==> config.mk <==
export PLATFORM = sky130hd
export DESIGN_NAME = memSubsystemTop
export DESIGN_NICKNAME = d
export VERILOG_FILES = /design/src/hw/ramSysPkg.sv /design/src/hw/busCycleDecoder.sv /design/src/hw/refreshTimer.sv /design/src/hw/dramController.sv /design/src/hw/memSubsystemTop.sv
export SDC_FILE = /design/constraint.sdc
export NUM_CORES = 1
export LEC_CHECK = 0
export BUFFER_PORTS_ARGS = -buffer_cell sky130_fd_sc_hd__buf_2
export CAP_MARGIN = 40
export CORE_MARGIN = 5
export CORE_UTILIZATION = 48
export DETAILED_ROUTE_END_ITERATION = 6
export PLACE_DENSITY = 0.79
export SLEW_MARGIN = 25
export SYNTH_ARGS = -nofsm -noshare
export SYNTH_HDL_FRONTEND = slang
export SYNTH_SLANG_ARGS = --single-unit
==> constraint.sdc <==
create_clock -name CLK -period 4.4 [get_ports CLK]
set_input_delay 0.22 -clock CLK [delete_from_list [all_inputs] [get_ports CLK]]
set_output_delay 0.22 -clock CLK [all_outputs]
set_load 0.01 [all_outputs]
==> src/hw/ramSysPkg.sv <==
package ramSysPkg;

	// Refresh timing, in CLK cycles
	localparam int refreshPeriod = 64; // One refresh credit per period
	localparam int refreshUrgentLevel = 4; // Pending credits before refresh may stall the CPU
	localparam int refreshCountMax = 7; // Pending count saturates here

	// CPU word address A[23:1]
	typedef logic [23:1] addrT;

	// Multiplexed row/column address on the DRAM pins
	typedef logic [11:0] dramAddrT;

	// Address bits 23:22 pick the memory region
	typedef logic [1:0] regionT;

	localparam regionT ramRegion = 2'd0;
	localparam regionT romRegion = 2'd1;

	// Counter widths that follow from the refresh constants
	typedef logic [$clog2(refreshPeriod)-1:0] periodCntT;
	typedef logic [$clog2(refreshCountMax+1)-1:0] refCntT;

	// Sequencer states
	// The encoding matches the state numbers used on the board
	typedef enum logic [2:0] {
		stIdle      = 3'd0, // Waiting for a RAM cycle or a refresh request
		stPrecharge = 3'd1, // Extra RAS precharge before an urgent refresh in a long RAM cycle
		stRefCas    = 3'd2, // CAS asserted ahead of RAS
		stRefRas1   = 3'd3,
		stRefRas2   = 3'd4,
		stAccRow    = 3'd5, // Row address on RA, RAS low
		stAccCol    = 3'd6, // Column address on RA, CAS follows half a cycle later
		stRecover   = 3'd7  // RAS precharge after an access or a refresh
	} dramStateE;

endpackage

==> src/hw/busCycleDecoder.sv <==
`timescale 1ns/1ps

module busCycleDecoder (
	input  logic            CLK,
	input  logic            arstN,
	input  ramSysPkg::addrT A,
	input  logic            nAS,
	output logic            BACT,
	output logic            RAMCS,
	output logic            ROMCS
);

	import ramSysPkg::*;

	regionT region;

	assign region = A[23:22];

	// Bus cycle active level
	// nAS is sampled on every rising edge, so BACT lags the strobe by up to one cycle
	always_ff @(posedge CLK or negedge arstN) begin
		if (!arstN) begin
			BACT <= 1'b0;
		end else begin
			BACT <= ~nAS;
		end
	end

	// Region decode is gated by the strobe so nothing is selected between cycles
	assign RAMCS = ~nAS && (region == ramRegion);
	assign ROMCS = ~nAS && (region == romRegion);

	// The upper half of the map is left open, with neither chip select active there

	// Two selects at once would drive DRAM and flash onto the data bus together
	selectsExclusive: assert property (
		@(posedge CLK) disable iff (!arstN)
		!(RAMCS && ROMCS)
	) else $error("RAMCS and ROMCS both active");

endmodule

==> src/hw/refreshTimer.sv <==
`timescale 1ns/1ps

module refreshTimer (
	input  logic CLK,
	input  logic arstN,
	input  logic RefAck,
	output logic RefReq,
	output logic RefUrgent
);

	import ramSysPkg::*;

	periodCntT periodCnt;
	refCntT    pendCnt; // Refreshes owed to the DRAM
	logic      refAckR;
	logic      credit;
	logic      ackRise;

	assign credit = (periodCnt == periodCntT'(refreshPeriod - 1));

	// Period counter runs freely and wraps once per period
	always_ff @(posedge CLK or negedge arstN) begin
		if (!arstN) begin
			periodCnt <= '0;
		end else if (credit) begin
			periodCnt <= '0;
		end else begin
			periodCnt <= periodCnt + 1'b1;
		end
	end

	// RefAck stays high for two cycles, so only its leading edge counts
	always_ff @(posedge CLK or negedge arstN) begin
		if (!arstN) begin
			refAckR <= 1'b0;
		end else begin
			refAckR <= RefAck;
		end
	end

	assign ackRise = RefAck && !refAckR;

	// A credit and an ack in the same cycle cancel out
	always_ff @(posedge CLK or negedge arstN) begin
		if (!arstN) begin
			pendCnt <= '0;
		end else if (credit && !ackRise) begin
			if (pendCnt != refCntT'(refreshCountMax)) begin
				pendCnt <= pendCnt + 1'b1; // Saturate when refresh is starved for a long time
			end
		end else if (ackRise && !credit) begin
			if (pendCnt != '0) begin
				pendCnt <= pendCnt - 1'b1;
			end
		end
	end

	assign RefReq = (pendCnt != '0);
	assign RefUrgent = (pendCnt >= refCntT'(refreshUrgentLevel));

	// The controller only starts a refresh on a request, so every ack finds a credit
	ackHasCredit: assert property (
		@(posedge CLK) disable iff (!arstN)
		ackRise |-> (pendCnt != '0)
	) else $error("Refresh acknowledged with no pending credit");

	// The count moves by one at most, which rules out a wrap from zero to the top
	countNoWrap: assert property (
		@(posedge CLK) disable iff (!arstN)
		($past(pendCnt) == '0) |-> (pendCnt <= refCntT'(1))
	) else $error("Pending refresh count wrapped");

endmodule

==> src/hw/dramController.sv <==
`timescale 1ns/1ps

module dramController (
	input  logic                CLK,
	input  logic                arstN,
	input  ramSysPkg::addrT     A,
	input  logic                nWE,
	input  logic                nAS,
	input  logic                nLDS,
	input  logic                nUDS,
	input  logic                BACT,
	input  logic                RAMCS,
	input  logic                ROMCS,
	input  logic                RefReq,
	input  logic                RefUrgent,
	output logic                Ready,
	output logic                RefAck,
	output ramSysPkg::dramAddrT RA,
	output logic                nRAS,
	output logic                nCAS,
	output logic                nLWE,
	output logic                nUWE,
	output logic                nOE,
	output logic                nROMCS,
	output logic                nROMWE
);

	import ramSysPkg::*;

	dramStateE state;
	logic      once; // The RAM access of this bus cycle has been done
	logic      ramReady;
	logic      raSel; // Selects the column address and drives nCAS
	logic      ramDis1; // Set by the sequencer for the length of a refresh
	logic      ramDis2; // Holds RAM off for the rest of a cycle interrupted by refresh
	logic      ramEn;
	logic      refRas;
	logic      bactR;
	logic      refStart;
	logic      accStart;
	logic      preStart;

	assign ramEn = !(ramDis1 || ramDis2);

	// Flash strobes come straight from the bus
	assign nROMCS = ~ROMCS;
	assign nOE = ~(~nAS && nWE);
	assign nROMWE = ~(~nAS && ~nWE);

	// CPU RAS is held off while refresh owns the DRAM
	assign nRAS = ~((~nAS && RAMCS && ramEn && ~refRas) || refRas);
	assign nLWE = ~(~nAS && ~nWE && ~nLDS && ramEn);
	assign nUWE = ~(~nAS && ~nWE && ~nUDS && ramEn);

	// Row and column address multiplexer
	assign RA[11] = A[19];
	assign RA[10] = A[21];
	assign RA[9] = raSel ? A[20] : A[19];
	assign RA[8] = (raSel && RAMCS) ? A[9] : A[18]; // Column bit 8 only for a RAM select
	assign RA[7:0] = raSel ? A[8:1] : A[17:10];

	always_ff @(posedge CLK or negedge arstN) begin
		if (!arstN) begin
			bactR <= 1'b0;
		end else begin
			bactR <= BACT;
		end
	end

	// Refresh start rules, in priority order
	// A normal refresh only slips in at the first cycle of a non-RAM bus cycle
	assign refStart = (BACT && RefReq && ~RAMCS && ~bactR) ||
		(~BACT && RefUrgent) ||
		(BACT && RefUrgent && ~RAMCS);
	assign accStart = BACT && RAMCS && ~once; // A fresh RAM access wins over urgent refresh
	assign preStart = BACT && RAMCS && RefUrgent;

	always_ff @(posedge CLK or negedge arstN) begin
		if (!arstN) begin
			once <= 1'b0;
		end else if (~BACT) begin
			once <= 1'b0;
		end else if (state == stIdle && RAMCS) begin
			once <= 1'b1;
		end
	end

	// Once a long RAM cycle has been cut by refresh, RAS stays off until the cycle ends
	always_ff @(posedge CLK or negedge arstN) begin
		if (!arstN) begin
			ramDis2 <= 1'b0;
		end else if (~BACT) begin
			ramDis2 <= 1'b0;
		end else if (RefUrgent && once &&
			((state == stIdle && RAMCS) || state == stRecover)) begin
			ramDis2 <= 1'b1;
		end
	end

	always_ff @(posedge CLK or negedge arstN) begin
		if (!arstN) begin
			state <= stIdle;
			ramReady <= 1'b0;
			raSel <= 1'b0;
			ramDis1 <= 1'b0;
			refRas <= 1'b0;
		end else begin
			ramReady <= 1'b0; // Ready is only granted from stIdle and stRecover
			raSel <= 1'b0;
			refRas <= 1'b0;
			case (state)
				stIdle: begin
					if (refStart) begin
						state <= stRefCas;
						raSel <= 1'b1;
						ramDis1 <= 1'b1;
					end else if (accStart) begin
						state <= stAccRow;
						raSel <= 1'b1;
						ramDis1 <= 1'b0;
					end else if (preStart) begin
						state <= stPrecharge;
						ramDis1 <= 1'b1;
					end else begin
						ramReady <= 1'b1;
						ramDis1 <= 1'b0;
					end
				end
				stPrecharge: begin
					state <= stRefCas;
					raSel <= 1'b1;
				end
				stRefCas: begin
					state <= stRefRas1;
					raSel <= 1'b1;
					refRas <= 1'b1; // CAS went low half a cycle ago
				end
				stRefRas1: begin
					state <= stRefRas2;
					refRas <= 1'b1;
				end
				stRefRas2: state <= stRecover;
				stAccRow: begin
					state <= stAccCol;
					raSel <= 1'b1;
				end
				stAccCol: state <= stRecover;
				stRecover: begin
					if (RefUrgent) begin
						state <= BACT ? stPrecharge : stRefCas;
						raSel <= ~BACT;
						ramDis1 <= 1'b1;
					end else begin
						state <= stIdle;
						ramReady <= 1'b1;
						ramDis1 <= 1'b0;
					end
				end
				default: state <= stIdle;
			endcase
		end
	end

	// CAS trails the multiplexer switch by half a cycle
	always_ff @(negedge CLK or negedge arstN) begin
		if (!arstN) begin
			nCAS <= 1'b1;
		end else begin
			nCAS <= ~raSel;
		end
	end

	assign RefAck = refRas;
	assign Ready = ~RAMCS || ramReady;

	// A CPU write may never reach the DRAM while refresh RAS is active
	noWriteInRefresh: assert property (
		@(posedge CLK) disable iff (!arstN)
		refRas |-> (nLWE && nUWE)
	) else $error("Write enable active during refresh RAS");

	refAckTwoCycles: assert property (
		@(posedge CLK) disable iff (!arstN)
		$rose(RefAck) |=> RefAck ##1 !RefAck
	) else $error("RefAck was not exactly two cycles long");

	stateKnown: assert property (
		@(posedge CLK) disable iff (!arstN)
		!$isunknown(state)
	) else $error("Sequencer state is undefined");

endmodule

==> src/hw/memSubsystemTop.sv <==
`timescale 1ns/1ps

module memSubsystemTop (
	input  logic                CLK,
	input  logic                arstN,
	input  ramSysPkg::addrT     A,
	input  logic                nAS,
	input  logic                nWE,
	input  logic                nLDS,
	input  logic                nUDS,
	output logic                Ready,
	output ramSysPkg::dramAddrT RA,
	output logic                nRAS,
	output logic                nCAS,
	output logic                nLWE,
	output logic                nUWE,
	output logic                nOE,
	output logic                nROMCS,
	output logic                nROMWE
);

	logic BACT;
	logic RAMCS;
	logic ROMCS;
	logic RefReq;
	logic RefUrgent;
	logic RefAck;

	busCycleDecoder uDecoder (
		.CLK   (CLK),
		.arstN (arstN),
		.A     (A),
		.nAS   (nAS),
		.BACT  (BACT),
		.RAMCS (RAMCS),
		.ROMCS (ROMCS)
	);

	refreshTimer uTimer (
		.CLK       (CLK),
		.arstN     (arstN),
		.RefAck    (RefAck),
		.RefReq    (RefReq),
		.RefUrgent (RefUrgent)
	);

	// The controller takes the bus strobes directly as well as the decoded cycle
	dramController uCtrl (
		.CLK       (CLK),
		.arstN     (arstN),
		.A         (A),
		.nWE       (nWE),
		.nAS       (nAS),
		.nLDS      (nLDS),
		.nUDS      (nUDS),
		.BACT      (BACT),
		.RAMCS     (RAMCS),
		.ROMCS     (ROMCS),
		.RefReq    (RefReq),
		.RefUrgent (RefUrgent),
		.Ready     (Ready),
		.RefAck    (RefAck),
		.RA        (RA),
		.nRAS      (nRAS),
		.nCAS      (nCAS),
		.nLWE      (nLWE),
		.nUWE      (nUWE),
		.nOE       (nOE),
		.nROMCS    (nROMCS),
		.nROMWE    (nROMWE)
	);

endmodule

==> results.sh, run 1 <==
export IMPL_swShare_pct=35.40
export IMPL_clockBufferDepth=2
export IMPL_cp_startpoint="uCtrl.nCAS"
export IMPL_timing_hold_ws_ns=0.1584
export IMPL_synth_ff_type="dfrtp_1"
export IMPL_first_pass_iters=4
export IMPL_ys_warn_count=0
export IMPL_worstReg2RegStart="uCtrl.raSel"
export IMPL_crit_fanout=1
export IMPL_clk_pin_slew_worst_paths_ns=0.13
export IMPL_clkLatencyLatePin_ns=0.36
export IMPL_grt_overflow_total=0
export IMPL_critical_path_required_ns=4.18
export IMPL_final_seq_area_um2=551.8
export IMPL_setup_viol=0
export IMPL_seq_area_frac_synth_pct=43.97
export IMPL_yosysTopAreaCell="dfrtp_1"
export IMPL_rsz0062_at_grt="no"
export IMPL_die_area_um2=3737
export IMPL_synth_mux_area_share_pct=8.973
export IMPL_cpLargestDelayFamily="flip-flops"
export IMPL_skew_ns=0.05405
export IMPL_async_reset_ff_share_pct=100.0
export IMPL_antennaDiodeCount=0
export IMPL_grt_pass1_wl_um=4671
export IMPL_viasPerCell=5.535
export IMPL_remaining_drc_errors=0
export IMPL_fp_dieW_um=61.13
export IMPL_clock_root_buffer="clkbuf_4"
export IMPL_synth_edf_count=0
export IMPL_syn_nets=159
export IMPL_multiInputGateArea_um2=633.1
export IMPL_synth_cell_types=40
export IMPL_grt_max_degree=23
export IMPL_drt_iter0_markers=32
export IMPL_hold_buffers=1
export IMPL_vdd_drop_max_uv=245.9
export IMPL_slew_violations=0
export IMPL_crit_slowest_cell="dfstp_2"
export IMPL_hp_class="in -> reg"
export IMPL_rrSetupSlack_ns=1.49
export IMPL_min_from="nAS"
export IMPL_synth_xor_area_share_pct=2.792
export IMPL_tns_ns=0
export IMPL_p_comb_share_pct=34.3
export IMPL_cp_start_kind="flop"
export IMPL_slew_headroom_pct=66.50
export IMPL_routabilityCongestion=0.8429
export IMPL_routed_wl_um=2910
export IMPL_start_util_pct=50.20
export IMPL_synth_top_family_by_area="simple AND/OR/NAND/NOR gates"
export IMPL_synthAdderAreaFrac_pct=3.589
export IMPL_layout_nets=205
export IMPL_p_int_uw=428.7
export IMPL_ctsResizeCount=0
export IMPL_worst_pin_slew_ns=0.5010
export IMPL_max_cap_violations=0
export IMPL_cts_buffers=3
export IMPL_ant_nets=0
export IMPL_place_hpwl_um=2297
export IMPL_die_h_um=61.13
export IMPL_port_buffers=46
export IMPL_synth_seq_cells=22
export IMPL_syn_instance_count=127
export IMPL_wl_per_cell_um=14.41
export IMPL_via_count=1118
export IMPL_tritoncts="yes"
export IMPL_clockPowerShare_pct=20.5
export IMPL_cts_htree_levels=1
export IMPL_cp_cell_sequence="buf_2"
export IMPL_synth_top_area_share_pct=41.87
export IMPL_worst_setup_path_type="reg -> out"
export IMPL_syn_mean_instance_area_um2=9.882
export IMPL_path_buf_inv=1
export IMPL_synthTopCellsByArea="dfrtp_1, mux2_2, o21ai_0"
export IMPL_drive_above_1_share_pct=38.95
export IMPL_cp_slowest_stage_delay_ns=0.50
export IMPL_yosys_area_share_simple_pct=18.64
export IMPL_rows=18
export IMPL_end_kind="primary output"
export IMPL_hold_viol=0
export IMPL_syn_area_um2=1255
export IMPL_cts_setup_buffers=0
export IMPL_grt_pass1_vias=1119
export IMPL_power_density_nw_per_um2=430.9
export IMPL_grtUsageTotal_pct=16.81
export IMPL_critPathArrivalTime_ns=3.19
export IMPL_synth_compound_area_share_pct=16.45
export IMPL_syn_to_final_growth_pct=22.73
export IMPL_layout_commonest_cell="buf_2"
export IMPL_final_cell_mix="buf_2, dfrtp_1, o21ai_0, mux2_2"
export IMPL_core_area_um2=2500
export IMPL_fillers=204
export IMPL_status="finished clean"
export IMPL_pin_count=49
export IMPL_finalPower_uw=663.6
export IMPL_antenna_found_initial=0
export IMPL_seqPwrFrac_pct=45.2
export IMPL_p_sw_uw=235.0
export IMPL_cts_sinks=22
export IMPL_p_leak_uw=0.0007215
## layout make-up
class	count	share of cell area [%]
clock buffer	4	3.087
tap	30	2.437
timing repair buffer	47	15.60
multi-input combinational	91	41.10
clock inverter	1	0.2437
sequential	22	35.82
inverter	7	1.706
## per-layer routing
metal  GRT usage (%)  vias to the layer above  part of all wire, %
met3           3.774                        5                   10
li1                -                      538                    -
met5               0                        -                    0
met4           7.430                        0                  1.3
met1           18.22                      525                   38
met2           30.97                       50                   50
## registers in the layout, summed over array words and instances (netlist names)
| name | count |
|---|---|
| uCtrl.raSel | 1 |
| uCtrl.state | 3 |
| uCtrl.bactR | 1 |
| uCtrl.ramReady | 1 |
| uTimer.pendCnt | 3 |
| uCtrl.ramDis2 | 1 |
| uTimer.refAckR | 1 |
| uTimer.periodCnt | 6 |
| uCtrl.once | 1 |
| uCtrl.nCAS | 1 |
| uCtrl.RefAck | 1 |
| uDecoder.BACT | 1 |
| uCtrl.ramDis1 | 1 |
## cell usage after synthesis, types with 2 or more instances
| master | n |
|---|---|
| a21oi_1 | 6 |
| a31oi_1 | 2 |
| and3_1 | 2 |
| buf_2 | 2 |
| buf_4 | 2 |
| dfrtp_1 | 21 |
| ha_1 | 2 |
| inv_1 | 8 |
| mux2_2 | 10 |
| nand2_1 | 8 |
| nand2b_1 | 4 |
| nand3_1 | 6 |
| nor2_1 | 8 |
| nor2b_1 | 2 |
| nor3_1 | 3 |
| o21ai_0 | 13 |
| o31ai_1 | 2 |
| o32ai_1 | 2 |
| xor2_1 | 3 |
## power by group through the flow
stage / Sequential (uW) / Clock [uW] / Combinational (uW)
floorplan: 274 / 2.84 / 182
global placement: 298 / 2.84 / 220
detailed placement: 302 / 2.84 / 226
CTS: 299 / 137 / 227
global route: 307 / 149 / 257
finish: 300 / 136 / 228
## logic make-up after synthesis
logic type | count (synthesis)
compound gates | 32
simple gates | 42
buf+inv | 14
fa+ha+maj | 3
xor+xnor | 4
flops | 22
mux | 10
## worst paths after layout
| kind | end | depth (start not counted) |
|---|---|---|
| max | nCAS | 1 |
| min | uDecoder.BACT | 2 |
| max in group asynchronous | uCtrl.nCAS | 2 |
| min reg2reg | uTimer.refAckR | 0 |
| min in group asynchronous | uTimer.periodCnt[0] | 2 |
| max reg2reg | uCtrl.nCAS | 1 |
## per-stage QoR
step	setup slack (ns)	instance area (um^2)	cells	util, %
after floorplan	1.460	1255	127	-
after global placement	1.374	1483	197	59.31
after detailed placement	1.366	1483	197	59.31
after CTS	0.9859	1540	202	61.61
after global routing	0.9477	1540	202	61.61
final	0.9927	1540	202	61.61
Note: power is estimated with default switching activity, not from simulation.
==> run 2, diff against run 1 <==
--- a/config.mk
+++ b/config.mk
@@ -8,9 +8,9 @@
 export BUFFER_PORTS_ARGS = -buffer_cell sky130_fd_sc_hd__buf_2
 export CAP_MARGIN = 40
 export CORE_MARGIN = 5
-export CORE_UTILIZATION = 48
+export CORE_UTILIZATION = 43
 export DETAILED_ROUTE_END_ITERATION = 6
-export PLACE_DENSITY = 0.79
+export PLACE_DENSITY = 0.75
 export SLEW_MARGIN = 25
 export SYNTH_ARGS = -nofsm -noshare
 export SYNTH_HDL_FRONTEND = slang
==> constraint.sdc (replaced) <==
create_clock -name CLK -period 2.8 [get_ports CLK]
set_input_delay 0.14 -clock CLK [delete_from_list [all_inputs] [get_ports CLK]]
set_output_delay 0.14 -clock CLK [all_outputs]
set_load 0.01 [all_outputs]
==> results.sh, run 2 (synthesis results as in run 1) <==
export IMPL_status="finished clean"
export IMPL_fp_dieW_um=64.03
export IMPL_cp_startpoint="uTimer.periodCnt[0]"
export IMPL_timing_rr_end="uTimer.pendCnt[2]"
export IMPL_period_needed_ns=2.570
export IMPL_regMostFlops="uTimer.periodCnt"
export IMPL_clockBufferDepth=2
export IMPL_port_buffers=46
export IMPL_die_h_um=64.03
export IMPL_clkLatencyLatePin_ns=0.35
export IMPL_cp_start_kind="flop"
export IMPL_cp_common_cell="ha_1"
export IMPL_hold_viol=0
export IMPL_setup_viol=0
export IMPL_fin_ws_ns=0.2298
export IMPL_cts_setup_buffers=0
export IMPL_routabilityCongestion=0.8088
export IMPL_place_hpwl_um=2394
export IMPL_critical_path_endpoint="uTimer.pendCnt[2]"
export IMPL_max_cap_violations=0
export IMPL_layout_nets=206
export IMPL_antennaDiodeCount=0
export IMPL_tritoncts="yes"
export IMPL_grt_overflow_total=0
export IMPL_reg2reg_depth=10
export IMPL_grtUsageTotal_pct=15.04
export IMPL_first_pass_iters=5
export IMPL_critPathArrivalTime_ns=2.81
export IMPL_post_route_util_pct=55.29
export IMPL_multiInputGateArea_um2=633.1
export IMPL_grt_pass1_vias=1138
export IMPL_start_util_pct=45.12
export IMPL_crit_slowest_cell="dfrtp_1"
export IMPL_rrSetupSlack_ns=0.23
export IMPL_min_from="nAS"
export IMPL_antenna_found_initial=0
export IMPL_viasPerCell=5.422
export IMPL_grt_pass1_wl_um=4933
export IMPL_cp_cell_sequence="ha_1 -> nand2_1 -> nor2_1 -> ha_1 -> inv_1 -> fa_1 -> nor3b_1 -> a21oi_1 -> or3_1 -> nand3_1"
export IMPL_routed_wl_um=3003
export IMPL_largest_register_ffs=6
export IMPL_drive_above_1_share_pct=39.31
export IMPL_reg_largest_list="uTimer.periodCnt (6), uCtrl.state (3), uTimer.pendCnt (3)"
export IMPL_cts_sinks=22
export IMPL_rows=19
export IMPL_core_area_um2=2781
export IMPL_end_kind="flop"
export IMPL_cp_slowest_stage_delay_ns=0.45
export IMPL_finalNonFillerCells=204
export IMPL_finalPower_uw=1004
export IMPL_worst_pin_slew_ns=0.4698
export IMPL_final_seq_area_um2=551.8
export IMPL_worst_setup_path_type="reg -> reg"
export IMPL_layout_commonest_cell="buf_2"
export IMPL_period_share_pct=91.79
export IMPL_syn_to_final_growth_pct=22.53
export IMPL_final_cell_mix="buf_2, dfrtp_1, o21ai_0, mux2_2"
export IMPL_clock_root_buffer="clkbuf_4"
export IMPL_slew_headroom_pct=68.59
export IMPL_clk_pin_slew_worst_paths_ns=0.12
export IMPL_vdd_drop_max_uv=414.5
export IMPL_cts_buffers=3
export IMPL_critical_path_required_ns=3.04
export IMPL_grt_max_degree=22
export IMPL_cpLargestDelayFamily="adder cells"
export IMPL_rsz0062_at_grt="no"
export IMPL_tns_ns=0
export IMPL_fillers=260
export IMPL_hp_class="in -> reg"
export IMPL_p_leak_uw=0.0007212
export IMPL_worstReg2RegStart="uTimer.periodCnt[0]"
export IMPL_die_area_um2=4099
export IMPL_remaining_drc_errors=0
export IMPL_pin_count=49
export IMPL_dp_cells=199
export IMPL_drt_iter0_markers=11
export IMPL_dp_slack_ns=0.2409
export IMPL_path_buf_inv=1
export IMPL_wl_per_cell_um=14.72
export IMPL_skew_ns=0.05530
export IMPL_worst_path_stages=10
export IMPL_fmax_ghz=0.3891
export IMPL_crit_fanout=8
export IMPL_via_count=1106
export IMPL_power_density_nw_per_um2=653.1
export IMPL_ant_nets=0
export IMPL_slew_violations=0
export IMPL_cts_htree_levels=1
==> run 2: per-layer routing <==
| metal | track usage, % | vias to the layer above | part of all wire [%] |
|---|---|---|---|
| met5 | 0 | - | 0 |
| met4 | 6.494 | 0 | 0.90 |
| met3 | 4.028 | 2 | 9.8 |
| met2 | 29.02 | 42 | 53 |
| met1 | 14.65 | 519 | 36 |
| li1 | - | 543 | - |
==> run 2: power breakdown <==
part	leakage [uW]	internal [uW]	switching (uW)
clock	0.0000263	81.1	95.6
sequential	0.000271	385	82.3
combinational	0.000424	179	181
total	0.000721	645	359
==> run 2: repair_timing <==
item,in CTS,in global routing
endpoints found under the hold margin,21,0
resized for setup,0,0
hold buffers,1,0
==> run 2: through the flow <==
step                      hold slack (ns)  area (um^2)
after floorplan                   -0.1556         1255
after global placement             0.1630         1491
after detailed placement           0.1654         1491
after CTS                         0.08333         1538
after global routing              0.08883         1538
final                             0.09217         1538
==> run 2: final cells by class <==
type                    instances  area share [%]
multi-input cells              91           41.17
flip-flops and latches         22           35.88
repair buffers                 48           16.11
well taps                      31           2.522
clock buffers                   4           2.360
inverters                       7           1.709
clock inverters                 1          0.2441
==> run 2: worst min path at each step <==
stage | endpoint | slack [ns] | cells after the start
3_5_place_dp | uTimer.periodCnt[4] | 0.17 | 2
3_3_place_gp | uTimer.periodCnt[5] | 0.16 | 2
6_report | uDecoder.BACT | 0.09 | 2
5_1_grt | uDecoder.BACT | 0.09 | 2
2_1_floorplan | uCtrl.RefAck | -0.16 | 0
4_1_cts | uDecoder.BACT | 0.08 | 2
==> run 2: worst register-to-register path: cells and delay by family (launching register included) <==
family	cells	cell delay, ns
AO/OA/AOI/OAI	1	0.05
buffers and inverters	1	0.09
flip-flops	1	0.45
AND/OR/NAND/NOR	5	0.87
adder cells (fa/ha/maj)	3	1.05
==> run 3, diff against run 2 <==
--- a/config.mk
+++ b/config.mk
@@ -8,9 +8,10 @@
 export BUFFER_PORTS_ARGS = -buffer_cell sky130_fd_sc_hd__buf_2
 export CAP_MARGIN = 40
 export CORE_MARGIN = 5
-export CORE_UTILIZATION = 43
+export CORE_UTILIZATION = 45
+export CTS_BUF_LIST = sky130_fd_sc_hd__clkbuf_8
 export DETAILED_ROUTE_END_ITERATION = 6
-export PLACE_DENSITY = 0.75
+export PLACE_DENSITY = 0.78
 export SLEW_MARGIN = 25
 export SYNTH_ARGS = -nofsm -noshare
 export SYNTH_HDL_FRONTEND = slang
==> constraint.sdc (replaced) <==
create_clock -name CLK -period 2.8 [get_ports CLK]
set_input_delay 0.14 -clock CLK [delete_from_list [all_inputs] [get_ports CLK]]
set_output_delay 0.14 -clock CLK [all_outputs]
set_load 0.02 [all_outputs]
==> results.sh, run 3 (synthesis results as in run 1) <==
export IMPL_tritoncts="yes"
export IMPL_hold_viol=0
export IMPL_critPathArrivalTime_ns=2.73
export IMPL_hp_class="in -> reg"
export IMPL_core_area_um2=2710
export IMPL_power_density_nw_per_um2=691.2
export IMPL_syn_to_final_growth_pct=23.43
export IMPL_wl_per_cell_um=14.86
export IMPL_slew_headroom_pct=66.07
export IMPL_grt_pass1_vias=1184
export IMPL_end_kind="flop"
export IMPL_min_to="uDecoder.BACT"
export IMPL_worst_setup_path_type="reg -> reg"
export IMPL_cp_start_kind="flop"
export IMPL_largest_register_ffs=6
export IMPL_viasPerCell=5.574
export IMPL_period_needed_ns=2.534
export IMPL_clock_root_buffer="clkbuf_8"
export IMPL_rrSetupSlack_ns=0.27
export IMPL_dp_slack_ns=0.2651
export IMPL_hold_depth=2
export IMPL_tns_ns=0
export IMPL_grt_overflow_total=0
export IMPL_critical_path_required_ns=2.99
export IMPL_slew_violations=0
export IMPL_max_cap_violations=0
export IMPL_vdd_drop_max_uv=452.2
export IMPL_setup_viol=0
export IMPL_via_count=1137
export IMPL_port_buffers=46
export IMPL_fp_dieW_um=62.81
export IMPL_fin_area_um2=1549
export IMPL_drt_iter0_markers=34
export IMPL_cp_slowest_stage_delay_ns=0.44
export IMPL_period_share_pct=90.49
export IMPL_crit_slowest_cell="fa_1"
export IMPL_cpLargestDelayFamily="adder cells"
export IMPL_cts_buffers=3
export IMPL_clockBufferDepth=2
export IMPL_rows=19
export IMPL_path_buf_inv=1
export IMPL_place_hpwl_um=2475
export IMPL_final_cell_mix="buf_2, dfrtp_1, o21ai_0, mux2_2"
export IMPL_die_h_um=62.81
export IMPL_drive_above_1_share_pct=39.31
export IMPL_fmax_ghz=0.3947
export IMPL_p_leak_uw=0.0007218
export IMPL_grt_max_degree=22
export IMPL_reg2reg_depth=10
export IMPL_skew_ns=0.06475
export IMPL_cts_sinks=22
export IMPL_worst_pin_slew_ns=0.5074
export IMPL_rsz0062_at_grt="no"
export IMPL_dp_cells=199
export IMPL_remaining_drc_errors=0
export IMPL_regMostFlops="uTimer.periodCnt"
export IMPL_start_util_pct=46.31
export IMPL_first_pass_iters=4
export IMPL_status="finished clean"
export IMPL_antennaDiodeCount=0
export IMPL_antenna_found_initial=0
export IMPL_clkLatencyLatePin_ns=0.32
export IMPL_ant_nets=0
export IMPL_clk_pin_slew_worst_paths_ns=0.08
export IMPL_grtUsageTotal_pct=16.40
export IMPL_layout_nets=206
export IMPL_routabilityCongestion=0.7753
export IMPL_cts_htree_levels=1
export IMPL_routed_wl_um=3031
export IMPL_placed_area_um2=1491
export IMPL_cp_cell_sequence="ha_1 -> nand2_1 -> nor2_1 -> ha_2 -> inv_1 -> fa_1 -> nor3b_1 -> a21oi_1 -> or3_1 -> nand3_1"
export IMPL_finalNonFillerCells=204
export IMPL_reg_largest_list="uTimer.periodCnt (6), uCtrl.state (3), uTimer.pendCnt (3)"
export IMPL_crit_fanout=8
export IMPL_layout_commonest_cell="buf_2"
export IMPL_grt_pass1_wl_um=5333
export IMPL_worstReg2RegStart="uTimer.periodCnt[0]"
export IMPL_min_from="nAS"
export IMPL_timing_rr_end="uTimer.pendCnt[2]"
export IMPL_die_area_um2=3945
export IMPL_pin_count=49
export IMPL_fin_ws_ns=0.2664
## run 3: cell count changes in the layout (fill, tap and decap cells not counted), sizes merged
cell	change
clkinv	+1
clkbuf	-1
## run 3: stage by stage
stage	hold slack (ns)	utilization (%)	power, uW
after floorplan	-0.1556	-	765.6
after global placement	0.1642	55.03	866.6
after detailed placement	0.1779	55.03	882.9
after CTS	0.1478	57.06	1077
after global routing	0.1595	57.16	1155
final	0.1454	57.16	1071
## run 3: worst max path at each step
stage	start	end	slack (ns)	cells after the start
4_1_cts	uTimer.periodCnt[0]	uTimer.pendCnt[2]	0.23	10
2_1_floorplan	uTimer.periodCnt[0]	uTimer.pendCnt[2]	0.44	11
6_report	uTimer.periodCnt[0]	uTimer.pendCnt[2]	0.27	10
5_1_grt	uTimer.periodCnt[0]	uTimer.pendCnt[2]	0.07	10
3_3_place_gp	uTimer.periodCnt[0]	uTimer.pendCnt[2]	0.46	10
3_5_place_dp	uTimer.periodCnt[0]	uTimer.pendCnt[2]	0.27	10
## run 3: power by group
group / internal [uW] / switching [uW]
Sequential: 385 / 86.1
Combinational: 181 / 221
Clock: 99.4 / 97.6
Total: 666 / 405
## run 3: layout make-up
class	instances	area (um^2)
Clock buffer	3	41.29
Clock inverter	2	7.507
Fill cell	228	1161
Inverter	7	26.28
Multi-Input combinational cell	91	635.6
Sequential cell	22	551.8
Tap cell	31	38.79
Timing Repair Buffer	48	247.7
## run 3: layer usage
| layer | share of wire (%) | wire [um] | track usage, % | vias to the layer above |
|---|---|---|---|---|
| met5 | 0 | 0 | 0 | - |
| met4 | 1.3 | 38 | 5.305 | 0 |
| met3 | 9.2 | 279 | 6.115 | 4 |
| met2 | 51 | 1536 | 28.76 | 43 |
| met1 | 39 | 1177 | 18.14 | 544 |
| li1 | - | - | - | 546 |
## run 3: timing repair
item	4_1_cts	5_1_grt
endpoints found under the setup margin	0	1
hold buffers	1	0
buffers inserted	0	0
gates resized for setup	0	1
hold endpoints to repair	21	0
## run 3: worst register-to-register path, stage by stage (launching register included)
cell     delay, ns
dfrtp_1       0.42
ha_1          0.26
nand2_1       0.07
nor2_1        0.22
ha_2          0.31
inv_1         0.08
fa_1          0.44
nor3b_1       0.23
a21oi_1       0.06
or3_1         0.31
nand3_1       0.09
